===== src/verilog/lc4_pkg.sv =====
// LC4 widths, encodings and pipeline structs shared by all RTL blocks through scoped names
`default_nettype none

package lc4_pkg;

   // Datapath words and fields
   typedef logic [15:0] word_t;
   typedef logic [2:0]  reg_idx_t;
   typedef logic [2:0]  nzp_t;

   // Boot address, default for the top-level parameter
   localparam word_t RESET_PC = 16'h8200;

   // Top nibble of the instruction word
   typedef enum logic [3:0] {
      OP_NOP     = 4'b0000,   // every branch-group word lands here
      OP_ARITH   = 4'b0001,
      OP_LOGIC   = 4'b0101,
      OP_LDR     = 4'b0110,
      OP_STR     = 4'b0111,
      OP_CONST   = 4'b1001,
      OP_HICONST = 4'b1101
   } opcode_e;

   // Operation carried out in execute
   typedef enum logic [3:0] {
      ALU_ADD       = 4'd0,
      ALU_MUL       = 4'd1,
      ALU_SUB       = 4'd2,
      ALU_AND       = 4'd3,
      ALU_NOT       = 4'd4,
      ALU_OR        = 4'd5,
      ALU_XOR       = 4'd6,
      ALU_PASS_IMM9 = 4'd7,
      ALU_HICONST   = 4'd8,
      ALU_ADDR6     = 4'd9   // Rs plus imm6 for LDR/STR
   } alu_op_e;

   // Stall code shown on the trace port
   typedef enum logic [1:0] {
      STALL_NONE     = 2'd0,
      STALL_FLUSH    = 2'd2,   // pipeline still filling after reset
      STALL_LOAD_USE = 2'd3
   } stall_e;

   // Execute operand sources
   localparam logic [1:0] BYP_REG = 2'd0;
   localparam logic [1:0] BYP_MX  = 2'd1;
   localparam logic [1:0] BYP_WX  = 2'd2;

   // Decoded control, travels with the instruction
   typedef struct packed {
      reg_idx_t r1sel;
      logic     r1re;
      reg_idx_t r2sel;
      logic     r2re;
      reg_idx_t wsel;
      logic     regfile_we;
      logic     nzp_we;
      logic     is_load;
      logic     is_store;
      alu_op_e  alu_op;
   } ctrl_t;

   // One pipeline stage register
   typedef struct packed {
      word_t  pc;
      word_t  insn;
      stall_e stall;
      ctrl_t  ctrl;
   } stage_t;

   // Committed instruction as seen at writeback
   typedef struct packed {
      stall_e   stall;
      word_t    pc;
      word_t    insn;
      logic     regfile_we;
      reg_idx_t wsel;
      word_t    wdata;
      logic     nzp_we;
      nzp_t     nzp_bits;
      logic     dmem_we;
      word_t    dmem_addr;
      word_t    dmem_data;
   } trace_t;

endpackage

`default_nettype wire


===== src/verilog/lc4_decoder.sv =====
// Decode stage logic, maps an LC4 instruction word onto the control struct of the pipeline
`timescale 1ns/10ps
`default_nettype none

module lc4_decoder (
   input  wire  lc4_pkg::word_t i_insn,
   output lc4_pkg::ctrl_t       o_ctrl
);

   always_comb begin
      lc4_pkg::opcode_e op;
      lc4_pkg::ctrl_t   c;
      op = lc4_pkg::opcode_e'(i_insn[15:12]);
      // Anything not matched below stays a NOP with all enables low
      c       = '0;
      c.r1sel = i_insn[8:6];
      c.r2sel = i_insn[2:0];
      c.wsel  = i_insn[11:9];
      case (op)
         lc4_pkg::OP_ARITH: begin
            // Sub-op 011 is DIV, not carried here
            if (i_insn[5:3] != 3'b011) begin
               c.r1re       = 1'b1;
               c.r2re       = !i_insn[5];
               c.regfile_we = 1'b1;
               c.nzp_we     = 1'b1;
               case (i_insn[5:3])
                  3'b001:  c.alu_op = lc4_pkg::ALU_MUL;
                  3'b010:  c.alu_op = lc4_pkg::ALU_SUB;
                  default: c.alu_op = lc4_pkg::ALU_ADD;   // register or imm5 form
               endcase
            end
         end
         lc4_pkg::OP_LOGIC: begin
            c.r1re       = 1'b1;
            // NOT and the imm5 AND take a single register
            c.r2re       = !i_insn[5] && (i_insn[4:3] != 2'b01);
            c.regfile_we = 1'b1;
            c.nzp_we     = 1'b1;
            case (i_insn[5:3])
               3'b001:  c.alu_op = lc4_pkg::ALU_NOT;
               3'b010:  c.alu_op = lc4_pkg::ALU_OR;
               3'b011:  c.alu_op = lc4_pkg::ALU_XOR;
               default: c.alu_op = lc4_pkg::ALU_AND;
            endcase
         end
         lc4_pkg::OP_LDR: begin
            c.r1re       = 1'b1;
            c.regfile_we = 1'b1;
            c.nzp_we     = 1'b1;
            c.is_load    = 1'b1;
            c.alu_op     = lc4_pkg::ALU_ADDR6;
         end
         lc4_pkg::OP_STR: begin
            // Store data register sits in the Rd field
            c.r1re     = 1'b1;
            c.r2sel    = i_insn[11:9];
            c.r2re     = 1'b1;
            c.is_store = 1'b1;
            c.alu_op   = lc4_pkg::ALU_ADDR6;
         end
         lc4_pkg::OP_CONST: begin
            c.regfile_we = 1'b1;
            c.nzp_we     = 1'b1;
            c.alu_op     = lc4_pkg::ALU_PASS_IMM9;
         end
         lc4_pkg::OP_HICONST: begin
            // Bit 8 set marks HICONST, and it keeps the low byte of its own Rd
            if (i_insn[8]) begin
               c.r1sel      = i_insn[11:9];
               c.r1re       = 1'b1;
               c.regfile_we = 1'b1;
               c.nzp_we     = 1'b1;
               c.alu_op     = lc4_pkg::ALU_HICONST;
            end
         end
         default: c = c;
      endcase
      o_ctrl = c;
   end

   // Memory access kinds are exclusive over the whole decode table
   always_comb begin
      assert (!(o_ctrl.is_load && o_ctrl.is_store))
         else $error("decoder flags insn %h as load and store", i_insn);
   end

endmodule

`default_nettype wire


===== src/verilog/lc4_regfile.sv =====
// Eight-entry LC4 register file, two reads in decode and one write from writeback
`timescale 1ns/10ps
`default_nettype none

module lc4_regfile (
   input  wire                    gwe,
   input  wire                    i_rst_n,
   input  wire  lc4_pkg::reg_idx_t i_rs,
   input  wire  lc4_pkg::reg_idx_t i_rt,
   input  wire  lc4_pkg::reg_idx_t i_rd,
   input  wire  lc4_pkg::word_t   i_wdata,
   input  wire                    i_rd_we,
   output lc4_pkg::word_t         o_rs_data,
   output lc4_pkg::word_t         o_rt_data
);

   lc4_pkg::word_t regs [8];

   // Registers start at zero
   always_ff @(posedge gwe or negedge i_rst_n) begin
      if (!i_rst_n) begin
         for (int i = 0; i < 8; i++) begin
            regs[i] <= '0;
         end
      end else if (i_rd_we) begin
         regs[i_rd] <= i_wdata;
      end
   end

   // Write-through, the value being written is seen by decode this cycle
   always_comb begin
      o_rs_data = regs[i_rs];
      o_rt_data = regs[i_rt];
      if (i_rd_we && i_rd == i_rs) begin
         o_rs_data = i_wdata;
      end
      if (i_rd_we && i_rd == i_rt) begin
         o_rt_data = i_wdata;
      end
   end

endmodule

`default_nettype wire


===== src/verilog/lc4_alu.sv =====
// Execute-stage ALU for the LC4 integer subset that also forms load/store addresses
`timescale 1ns/10ps
`default_nettype none

module lc4_alu (
   input  wire  lc4_pkg::alu_op_e i_op,
   input  wire  lc4_pkg::word_t   i_insn,
   input  wire  lc4_pkg::word_t   i_rs_data,
   input  wire  lc4_pkg::word_t   i_rt_data,
   output lc4_pkg::word_t         o_result
);

   lc4_pkg::word_t imm5;
   lc4_pkg::word_t imm6;
   lc4_pkg::word_t imm9;
   lc4_pkg::word_t opnd_b;
   lc4_pkg::word_t prod;

   // Sign-extended immediate fields
   assign imm5 = {{11{i_insn[4]}}, i_insn[4:0]};
   assign imm6 = {{10{i_insn[5]}}, i_insn[5:0]};
   assign imm9 = {{7{i_insn[8]}}, i_insn[8:0]};

   // Bit 5 picks imm5 over Rt for ADD and AND
   assign opnd_b = i_insn[5] ? imm5 : i_rt_data;

   // Low half of the product is all that MUL keeps
   assign prod = i_rs_data * i_rt_data;

   always_comb begin
      case (i_op)
         lc4_pkg::ALU_ADD:       o_result = i_rs_data + opnd_b;
         lc4_pkg::ALU_MUL:       o_result = prod;
         lc4_pkg::ALU_SUB:       o_result = i_rs_data - i_rt_data;
         lc4_pkg::ALU_AND:       o_result = i_rs_data & opnd_b;
         lc4_pkg::ALU_NOT:       o_result = ~i_rs_data;
         lc4_pkg::ALU_OR:        o_result = i_rs_data | i_rt_data;
         lc4_pkg::ALU_XOR:       o_result = i_rs_data ^ i_rt_data;
         lc4_pkg::ALU_PASS_IMM9: o_result = imm9;
         // imm8 goes above the kept low byte
         lc4_pkg::ALU_HICONST:   o_result = {i_insn[7:0], i_rs_data[7:0]};
         lc4_pkg::ALU_ADDR6:     o_result = i_rs_data + imm6;
         default:                o_result = '0;
      endcase
   end

endmodule

`default_nettype wire


===== src/verilog/lc4_hazard.sv =====
// Hazard unit, picks MX/WX bypass sources for execute and requests the load-to-use stall
`timescale 1ns/10ps
`default_nettype none

module lc4_hazard (
   input  wire  lc4_pkg::ctrl_t i_ctrl_d,
   input  wire  lc4_pkg::ctrl_t i_ctrl_x,
   input  wire  lc4_pkg::ctrl_t i_ctrl_m,
   input  wire  lc4_pkg::ctrl_t i_ctrl_w,
   output logic [1:0]           o_rs_sel,
   output logic [1:0]           o_rt_sel,
   output logic                 o_stall
);

   logic rs_hit;
   logic rt_hit;

   // Youngest writer wins, memory before writeback
   function automatic logic [1:0] byp_sel(input lc4_pkg::reg_idx_t src,
                                          input logic              re,
                                          input lc4_pkg::ctrl_t    m,
                                          input lc4_pkg::ctrl_t    w);
      // Loaded data is not ready in memory, stall covers that case
      if (re && m.regfile_we && !m.is_load && m.wsel == src) begin
         return lc4_pkg::BYP_MX;
      end
      if (re && w.regfile_we && w.wsel == src) begin
         return lc4_pkg::BYP_WX;
      end
      return lc4_pkg::BYP_REG;
   endfunction

   assign o_rs_sel = byp_sel(i_ctrl_x.r1sel, i_ctrl_x.r1re, i_ctrl_m, i_ctrl_w);
   assign o_rt_sel = byp_sel(i_ctrl_x.r2sel, i_ctrl_x.r2re, i_ctrl_m, i_ctrl_w);

   // Decode reads what the load in execute will write
   assign rs_hit = i_ctrl_d.r1re && i_ctrl_d.r1sel == i_ctrl_x.wsel;
   // Store data is patched from writeback once the store reaches memory
   assign rt_hit = i_ctrl_d.r2re && !i_ctrl_d.is_store && i_ctrl_d.r2sel == i_ctrl_x.wsel;

   assign o_stall = i_ctrl_x.is_load && i_ctrl_x.regfile_we && (rs_hit || rt_hit);

endmodule

`default_nettype wire


===== src/verilog/lc4_pipeline.sv =====
// Five-stage LC4 pipeline top, fetch through writeback with bypassing and the trace port
`timescale 1ns/10ps
`default_nettype none

module lc4_pipeline #(
   parameter lc4_pkg::word_t RESET_PC = lc4_pkg::RESET_PC
) (
   input  wire                  gwe,
   input  wire                  i_rst_n,
   output lc4_pkg::word_t       o_cur_pc,
   input  wire  lc4_pkg::word_t i_cur_insn,
   output lc4_pkg::word_t       o_dmem_addr,
   output logic                 o_dmem_we,
   output lc4_pkg::word_t       o_dmem_towrite,
   input  wire  lc4_pkg::word_t i_cur_dmem_data,
   output lc4_pkg::trace_t      o_trace
);

   // Reset contents of every stage register
   localparam lc4_pkg::stage_t FLUSH_STAGE =
      '{pc: '0, insn: '0, stall: lc4_pkg::STALL_FLUSH, ctrl: '0};

   lc4_pkg::word_t  pc_q;
   lc4_pkg::stage_t d_q, x_q, m_q, w_q;
   lc4_pkg::stage_t x_d;
   lc4_pkg::ctrl_t  ctrl_d;
   lc4_pkg::word_t  rs_data_d, rt_data_d;
   lc4_pkg::word_t  x_rs_q, x_rt_q, rs_x, rt_x, alu_x;
   lc4_pkg::word_t  m_alu_q, m_rt_q, store_data_m;
   lc4_pkg::word_t  w_alu_q, w_mem_q, w_addr_q, w_wdata;
   lc4_pkg::nzp_t   w_nzp;
   logic [1:0]      rs_sel, rt_sel;
   logic            hz_stall;

   // Fetch, next PC is always PC+1
   assign o_cur_pc = pc_q;

   // Decode
   lc4_decoder u_decoder (.i_insn(d_q.insn), .o_ctrl(ctrl_d));

   lc4_regfile u_regfile (
      .gwe(gwe), .i_rst_n(i_rst_n),
      .i_rs(ctrl_d.r1sel), .i_rt(ctrl_d.r2sel),
      .i_rd(w_q.ctrl.wsel), .i_wdata(w_wdata), .i_rd_we(w_q.ctrl.regfile_we),
      .o_rs_data(rs_data_d), .o_rt_data(rt_data_d)
   );

   lc4_hazard u_hazard (
      .i_ctrl_d(ctrl_d), .i_ctrl_x(x_q.ctrl), .i_ctrl_m(m_q.ctrl), .i_ctrl_w(w_q.ctrl),
      .o_rs_sel(rs_sel), .o_rt_sel(rt_sel), .o_stall(hz_stall)
   );

   // Decoded instruction, or a load-use bubble in its place
   always_comb begin
      x_d = '{pc: d_q.pc, insn: d_q.insn, stall: d_q.stall, ctrl: ctrl_d};
      if (hz_stall) begin
         x_d.stall = lc4_pkg::STALL_LOAD_USE;
         x_d.ctrl  = '0;
      end
   end

   // Control state, PC and D hold during a stall
   always_ff @(posedge gwe or negedge i_rst_n) begin
      if (!i_rst_n) begin
         pc_q <= RESET_PC;
         d_q  <= FLUSH_STAGE;
         x_q  <= FLUSH_STAGE;
         m_q  <= FLUSH_STAGE;
         w_q  <= FLUSH_STAGE;
      end else begin
         if (!hz_stall) begin
            pc_q <= pc_q + 16'd1;
            d_q  <= '{pc: pc_q, insn: i_cur_insn, stall: lc4_pkg::STALL_NONE, ctrl: '0};
         end
         x_q <= x_d;
         m_q <= x_q;
         w_q <= m_q;
      end
   end

   // Execute operands, MX from the memory ALU word, WX from the writeback value
   assign rs_x = (rs_sel == lc4_pkg::BYP_MX) ? m_alu_q :
                 (rs_sel == lc4_pkg::BYP_WX) ? w_wdata : x_rs_q;
   assign rt_x = (rt_sel == lc4_pkg::BYP_MX) ? m_alu_q :
                 (rt_sel == lc4_pkg::BYP_WX) ? w_wdata : x_rt_q;

   lc4_alu u_alu (
      .i_op(x_q.ctrl.alu_op), .i_insn(x_q.insn),
      .i_rs_data(rs_x), .i_rt_data(rt_x), .o_result(alu_x)
   );

   // Memory, store data picks up a load that just reached writeback
   assign store_data_m = (w_q.ctrl.regfile_we && m_q.ctrl.r2re &&
                          w_q.ctrl.wsel == m_q.ctrl.r2sel) ? w_wdata : m_rt_q;
   assign o_dmem_we      = m_q.ctrl.is_store;
   assign o_dmem_addr    = (m_q.ctrl.is_load || m_q.ctrl.is_store) ? m_alu_q : '0;
   assign o_dmem_towrite = m_q.ctrl.is_store ? store_data_m : '0;

   // Operand and result words, no reset
   always_ff @(posedge gwe) begin
      x_rs_q   <= rs_data_d;
      x_rt_q   <= rt_data_d;
      m_alu_q  <= alu_x;
      m_rt_q   <= rt_x;
      w_alu_q  <= m_alu_q;
      w_addr_q <= o_dmem_addr;
      // Loaded word for loads, written word for stores
      w_mem_q  <= m_q.ctrl.is_load ? i_cur_dmem_data : o_dmem_towrite;
   end

   // Writeback value and its condition codes
   assign w_wdata = w_q.ctrl.is_load ? w_mem_q : w_alu_q;
   assign w_nzp   = w_wdata[15] ? 3'b100 : (w_wdata == '0) ? 3'b010 : 3'b001;

   assign o_trace = '{stall: w_q.stall, pc: w_q.pc, insn: w_q.insn,
                      regfile_we: w_q.ctrl.regfile_we, wsel: w_q.ctrl.wsel, wdata: w_wdata,
                      nzp_we: w_q.ctrl.nzp_we, nzp_bits: w_nzp,
                      dmem_we: w_q.ctrl.is_store, dmem_addr: w_addr_q, dmem_data: w_mem_q};

   // Bubbles never reach the data memory write port
   a_store_real: assert property (@(posedge gwe) disable iff (!i_rst_n)
      o_dmem_we |-> m_q.stall == lc4_pkg::STALL_NONE);

   // Hazard unit never stalls behind a bubble already sitting in execute
   a_stall_live: assert property (@(posedge gwe) disable iff (!i_rst_n)
      hz_stall |-> x_q.stall == lc4_pkg::STALL_NONE);

endmodule

`default_nettype wire


===== config.mk =====
export PLATFORM = sky130hd
export DESIGN_NAME = lc4_pipeline
export DESIGN_NICKNAME = d
export VERILOG_FILES = /design/src/verilog/lc4_pkg.sv /design/src/verilog/lc4_decoder.sv /design/src/verilog/lc4_regfile.sv /design/src/verilog/lc4_alu.sv /design/src/verilog/lc4_hazard.sv /design/src/verilog/lc4_pipeline.sv
export SDC_FILE = /design/constraint.sdc
export NUM_CORES = 1
export LEC_CHECK = 0
export ABC_AREA = 1
export BUFFER_PORTS_ARGS = -buffer_cell sky130_fd_sc_hd__buf_2
export CORE_MARGIN = 3
export CORE_UTILIZATION = 45
export CTS_CLUSTER_DIAMETER = 50
export CTS_CLUSTER_SIZE = 25
export DETAILED_ROUTE_END_ITERATION = 10
export PLACE_DENSITY = 0.67
export SYNTH_ARGS = -nofsm -noshare
export SYNTH_HDL_FRONTEND = slang
export SYNTH_SLANG_ARGS = --single-unit

===== constraint.sdc =====
create_clock -name gwe -period 17.8 [get_ports gwe]
set_input_delay 3.56 -clock gwe [delete_from_list [all_inputs] [get_ports gwe]]
set_output_delay 3.56 -clock gwe [all_outputs]
set_load 0.05 [all_outputs]

==> results by group <==
Route
  • Final WL: 77.4 mm
  • Routed Antenna Nets: 0
  • DR iter-0 viols: 2017
  • Detailed-router iteration count before antenna repair: 6
  • Vias per std cell: 5.62
  • DR DRC count: 0
  • WL/cell: 20.6 um
  • Via count: 21100

Synthesis
  • Post-synthesis sequential area ratio: 42.1%
  • Synth async-reset ratio: 73.6%
  • Avg Cell Area, Syn: 8.13 um2
  • Synth Cell Area: 23900 um2
  • Yosys cell types: 63
  • Syn nets: 3148
  • Yosys warning total: 0
  • EDFF count, synth: 0
  • Seq cells post-synth: 425
  • Synthesized instance count: 2943
  • Synth Flop Type: dfrtp_1

Clock network
  • Clk_lat worst skew: 0.60 ns
  • Register clock-pin slew on the reported worst setup and hold paths: 0.07 ns
  • CTS Sinks: 425
  • Hold buffers post-CTS: 0
  • CTS max path bufs: 3
  • # Post-CTS Setup Buffers: 0
  • Post-cts sizing count: 0
  • CTS tree: built
  • CTS buffer count: 46
  • Root Buffer: clkbuf_16
  • Clock H-tree levels: 2

Pwr
  • Clk network pwr share: 16.0%
  • Pleak: 13.0 nW
  • VDD IR-drop max: 0.413 mV
  • Reg power frac: 21.2%
  • Psw: 3.26 mW
  • PD cells: 242 nW/um2
  • Switching Fraction: 50.0%
  • Gate power share: 62.8%
  • Power Internal: 3.25 mW

Global routing
  • All-layer global routing usage: 27.3%
  • Initial antenna violation count: 1
  • Largest net degree at the start of global routing: 99
  • Vias in the first global route: 21000
  • First-pass GRT wire length: 120 mm
  • GRT Residual Overflow: 0

Final layout
  • Area growth syn-to-layout: 12.3%
  • Diode count: 0
  • Layout cells sized above 1: 13.6%
  • Fillers: 4887
  • Non-Filler Instances: 3756
  • Nets: 3243
  • Multi-input logic area: 11700 um2
  • Sequential Area: 10100 um2
  • Final Core Density: 51.8%

Placed design
  • Dpl cells: 3670
  • PortBufs: 173
  • Final GP Congestion: 0.958
  • Dpl hpwl: 54.0 mm

Setup path
  • CP startpoint kind: register
  • Worst path required time: 18.24 ns
  • Crit Path Max Fanout: 22
  • Slowest stage delay, CP: 0.72 ns
  • CP arrival: 8.25 ns
  • Most used cell, CP: nand2_1
  • Max stage delay cell, worst path: dfrtp_1
  • Setup CP Type: reg -> reg
  • Worst setup EP type: register

STA
  • Final Slew Violations: 0
  • Fin crit share: 43.9%
  • Final TNS setup: 0 ns
  • Unrepaired setup endpoints after global routing: false
  • Post-layout minimum cycle time: 7.81 ns
  • Clock skew: 0.0356 ns
  • Worst slew margin: 10.8%
  • Worst slew pin tran: 1.34 ns
  • Final setup violation count: 0
  • Hold Violations, Final: 0
  • Hold slack: 0.340 ns
  • FMAX: 128 MHz

Die
  • Die footprint: 56000 um2
  • Core area: 51900 um2
  • I/O pin count: 174
  • Chip width: 237 um
  • Core Rows: 83
  • Die H: 237 um
  • Initial core utilization: 46.1%

Run
  • Max-cap violations: 0

Hold path
  • Worst hold path type: reg -> reg

Status
  • Status: complete, no violations
-- flip-flops by register name, summed over array words and instances (netlist names) --
register        flops
u_regfile.regs    128
x_q                52
m_q                43
o_trace            39
d_q                33
m_alu_q            16
m_rt_q             16
o_cur_pc           16
w_addr_q           16
w_alu_q            16
w_mem_q            16
x_rs_q             16
x_rt_q             16
o_dmem_we           1
w_q                 1
-- kinds of logic after synthesis --
group	Yosys count	share of synthesized area [%]
AO/OA/AOI/OAI	653	15.9
XOR/XNOR	33	1.21
adder cells (fa/ha/maj)	171	11.5
buffers and inverters	542	9.26
flip-flops	425	42.1
AND/OR/NAND/NOR	1119	20.1
-- cells in the mapped netlist (6+ instances only) --
| cell type | count | area share [%] |
|---|---|---|
| nand2_2 | 28 | 0.73 |
| o21bai_1 | 19 | 0.60 |
| buf_6 | 11 | 0.52 |
| xnor2_1 | 7 | 0.26 |
| ha_1 | 90 | 4.7 |
| nor3_1 | 20 | 0.42 |
| a21oi_1 | 207 | 4.3 |
| o21ai_0 | 262 | 5.5 |
| nand3_1 | 112 | 2.3 |
| clkbuf_1 | 103 | 1.6 |
| dfrtp_1 | 307 | 32 |
| buf_4 | 16 | 0.50 |
| nand3_2 | 11 | 0.46 |
| o21ai_1 | 17 | 0.36 |
| nand2_1 | 569 | 8.9 |
| nor2_2 | 6 | 0.16 |
| fa_1 | 81 | 6.8 |
| dfxtp_1 | 112 | 9.4 |
| o221ai_1 | 23 | 0.84 |
| nand4_1 | 13 | 0.34 |
| buf_2 | 23 | 0.48 |
| o22ai_1 | 8 | 0.21 |
| o2111ai_1 | 7 | 0.26 |
| or2_2 | 8 | 0.21 |
| inv_2 | 23 | 0.36 |
| dfstp_2 | 6 | 0.66 |
| clkinv_1 | 9 | 0.14 |
| nand2_4 | 10 | 0.47 |
| inv_1 | 350 | 5.5 |
| a22oi_1 | 7 | 0.22 |
| o211ai_1 | 29 | 0.91 |
| nand3b_1 | 8 | 0.25 |
| xor2_1 | 26 | 0.95 |
| o311ai_0 | 34 | 1.2 |
| o21ai_2 | 9 | 0.33 |
| nor2_1 | 315 | 4.9 |
| nor2_4 | 9 | 0.42 |
-- power by group through the flow --
stage / registers, mW / clock network (mW) / logic, mW
2_1_floorplan: 1.40 / 0 / 2.94
3_3_place_gp: 1.38 / 0 / 3.91
3_5_place_dp: 1.39 / 0 / 4.04
4_1_cts: 1.38 / 1.06 / 4.08
5_1_grt: 1.41 / 1.09 / 4.68
6_report: 1.38 / 1.04 / 4.09
-- cell usage in the layout (no fill, tap or decap), drive strengths merged, types with 6 or more instances in the layout --
cell type | Yosys | layout
or2 | 9 | 9
o221ai | 23 | 23
a22oi | 7 | 7
dfxtp | 112 | 112
o311ai | 34 | 34
ha | 90 | 90
a21oi | 208 | 208
xor2 | 26 | 26
dfstp | 6 | 6
buf | 52 | 203
nor3 | 22 | 22
inv | 376 | 392
nand4 | 14 | 14
o2111ai | 7 | 7
clkinv | 10 | 22
o211ai | 29 | 29
nand3b | 8 | 8
o21ai | 289 | 289
fa | 81 | 81
nand2 | 607 | 607
nor2 | 330 | 330
dfrtp | 307 | 307
clkbuf | 104 | 51
o22ai | 8 | 8
xnor2 | 7 | 7
nand3 | 124 | 124
o21bai | 19 | 19
-- through the flow --
stage          cell area [um2]  power [mW]  setup slack, ns
6_report                 26900        6.51             9.99
5_1_grt                  26900        7.18             9.41
4_1_cts                  26900        6.51            10.12
3_5_place_dp             25200        5.43            10.13
3_3_place_gp             25200        5.30            10.30
2_1_floorplan            23900        4.34            10.75
-- final cells by class --
type / instances / area share [%]
Timing Repair Buffer: 203 / 4.10
Clock buffer: 51 / 4.51
Tap cell: 680 / 3.17
Inverter: 386 / 5.42
Sequential cell: 425 / 37.5
Multi-Input combinational cell: 1976 / 43.6
Clock inverter: 35 / 1.71
-- final timing paths --
path / from / endpoint / slack, ns / cells after the start
max: m_q[5]$_DFF_PN0_ / m_alu_q[14]$_SDFF_PN0_ / 9.99 / 32
min: x_q[19]$_DFF_PN0_ / m_q[19]$_DFF_PN0_ / 0.34 / 0
max reg2reg: m_q[5]$_DFF_PN0_ / m_alu_q[14]$_SDFF_PN0_ / 9.99 / 32
min reg2reg: x_q[19]$_DFF_PN0_ / m_q[19]$_DFF_PN0_ / 0.34 / 0
max in group asynchronous: i_rst_n / u_regfile.regs[32]$_DFFE_PN0P_ / 12.51 / 3
min in group asynchronous: i_rst_n / d_q[46]$_DFFE_PN0N_ / 2.97 / 1
-- per-layer routing --
| metal | GRT usage (%) | part of all wire, % | vias to the layer above |
|---|---|---|---|
| li1 | - | - | 9731 |
| met1 | 34.2 | 39 | 10200 |
| met2 | 46.3 | 49 | 947 |
| met3 | 4.47 | 7.8 | 241 |
| met4 | 12.7 | 4.7 | 0 |
| met5 | 0 | 0 | - |
-- worst max-delay path, delay by kind of cell, from the launching register on --
| kind | cells | cell delay (ns) |
|---|---|---|
| buffers and inverters | 7 | 1.29 |
| and+or+nand+nor | 14 | 2.24 |
| DFF | 1 | 0.72 |
| AOI/OAI and AO/OA | 4 | 0.42 |
| adders and majority gates | 7 | 2.96 |
Power figures use the tool's default switching activity.
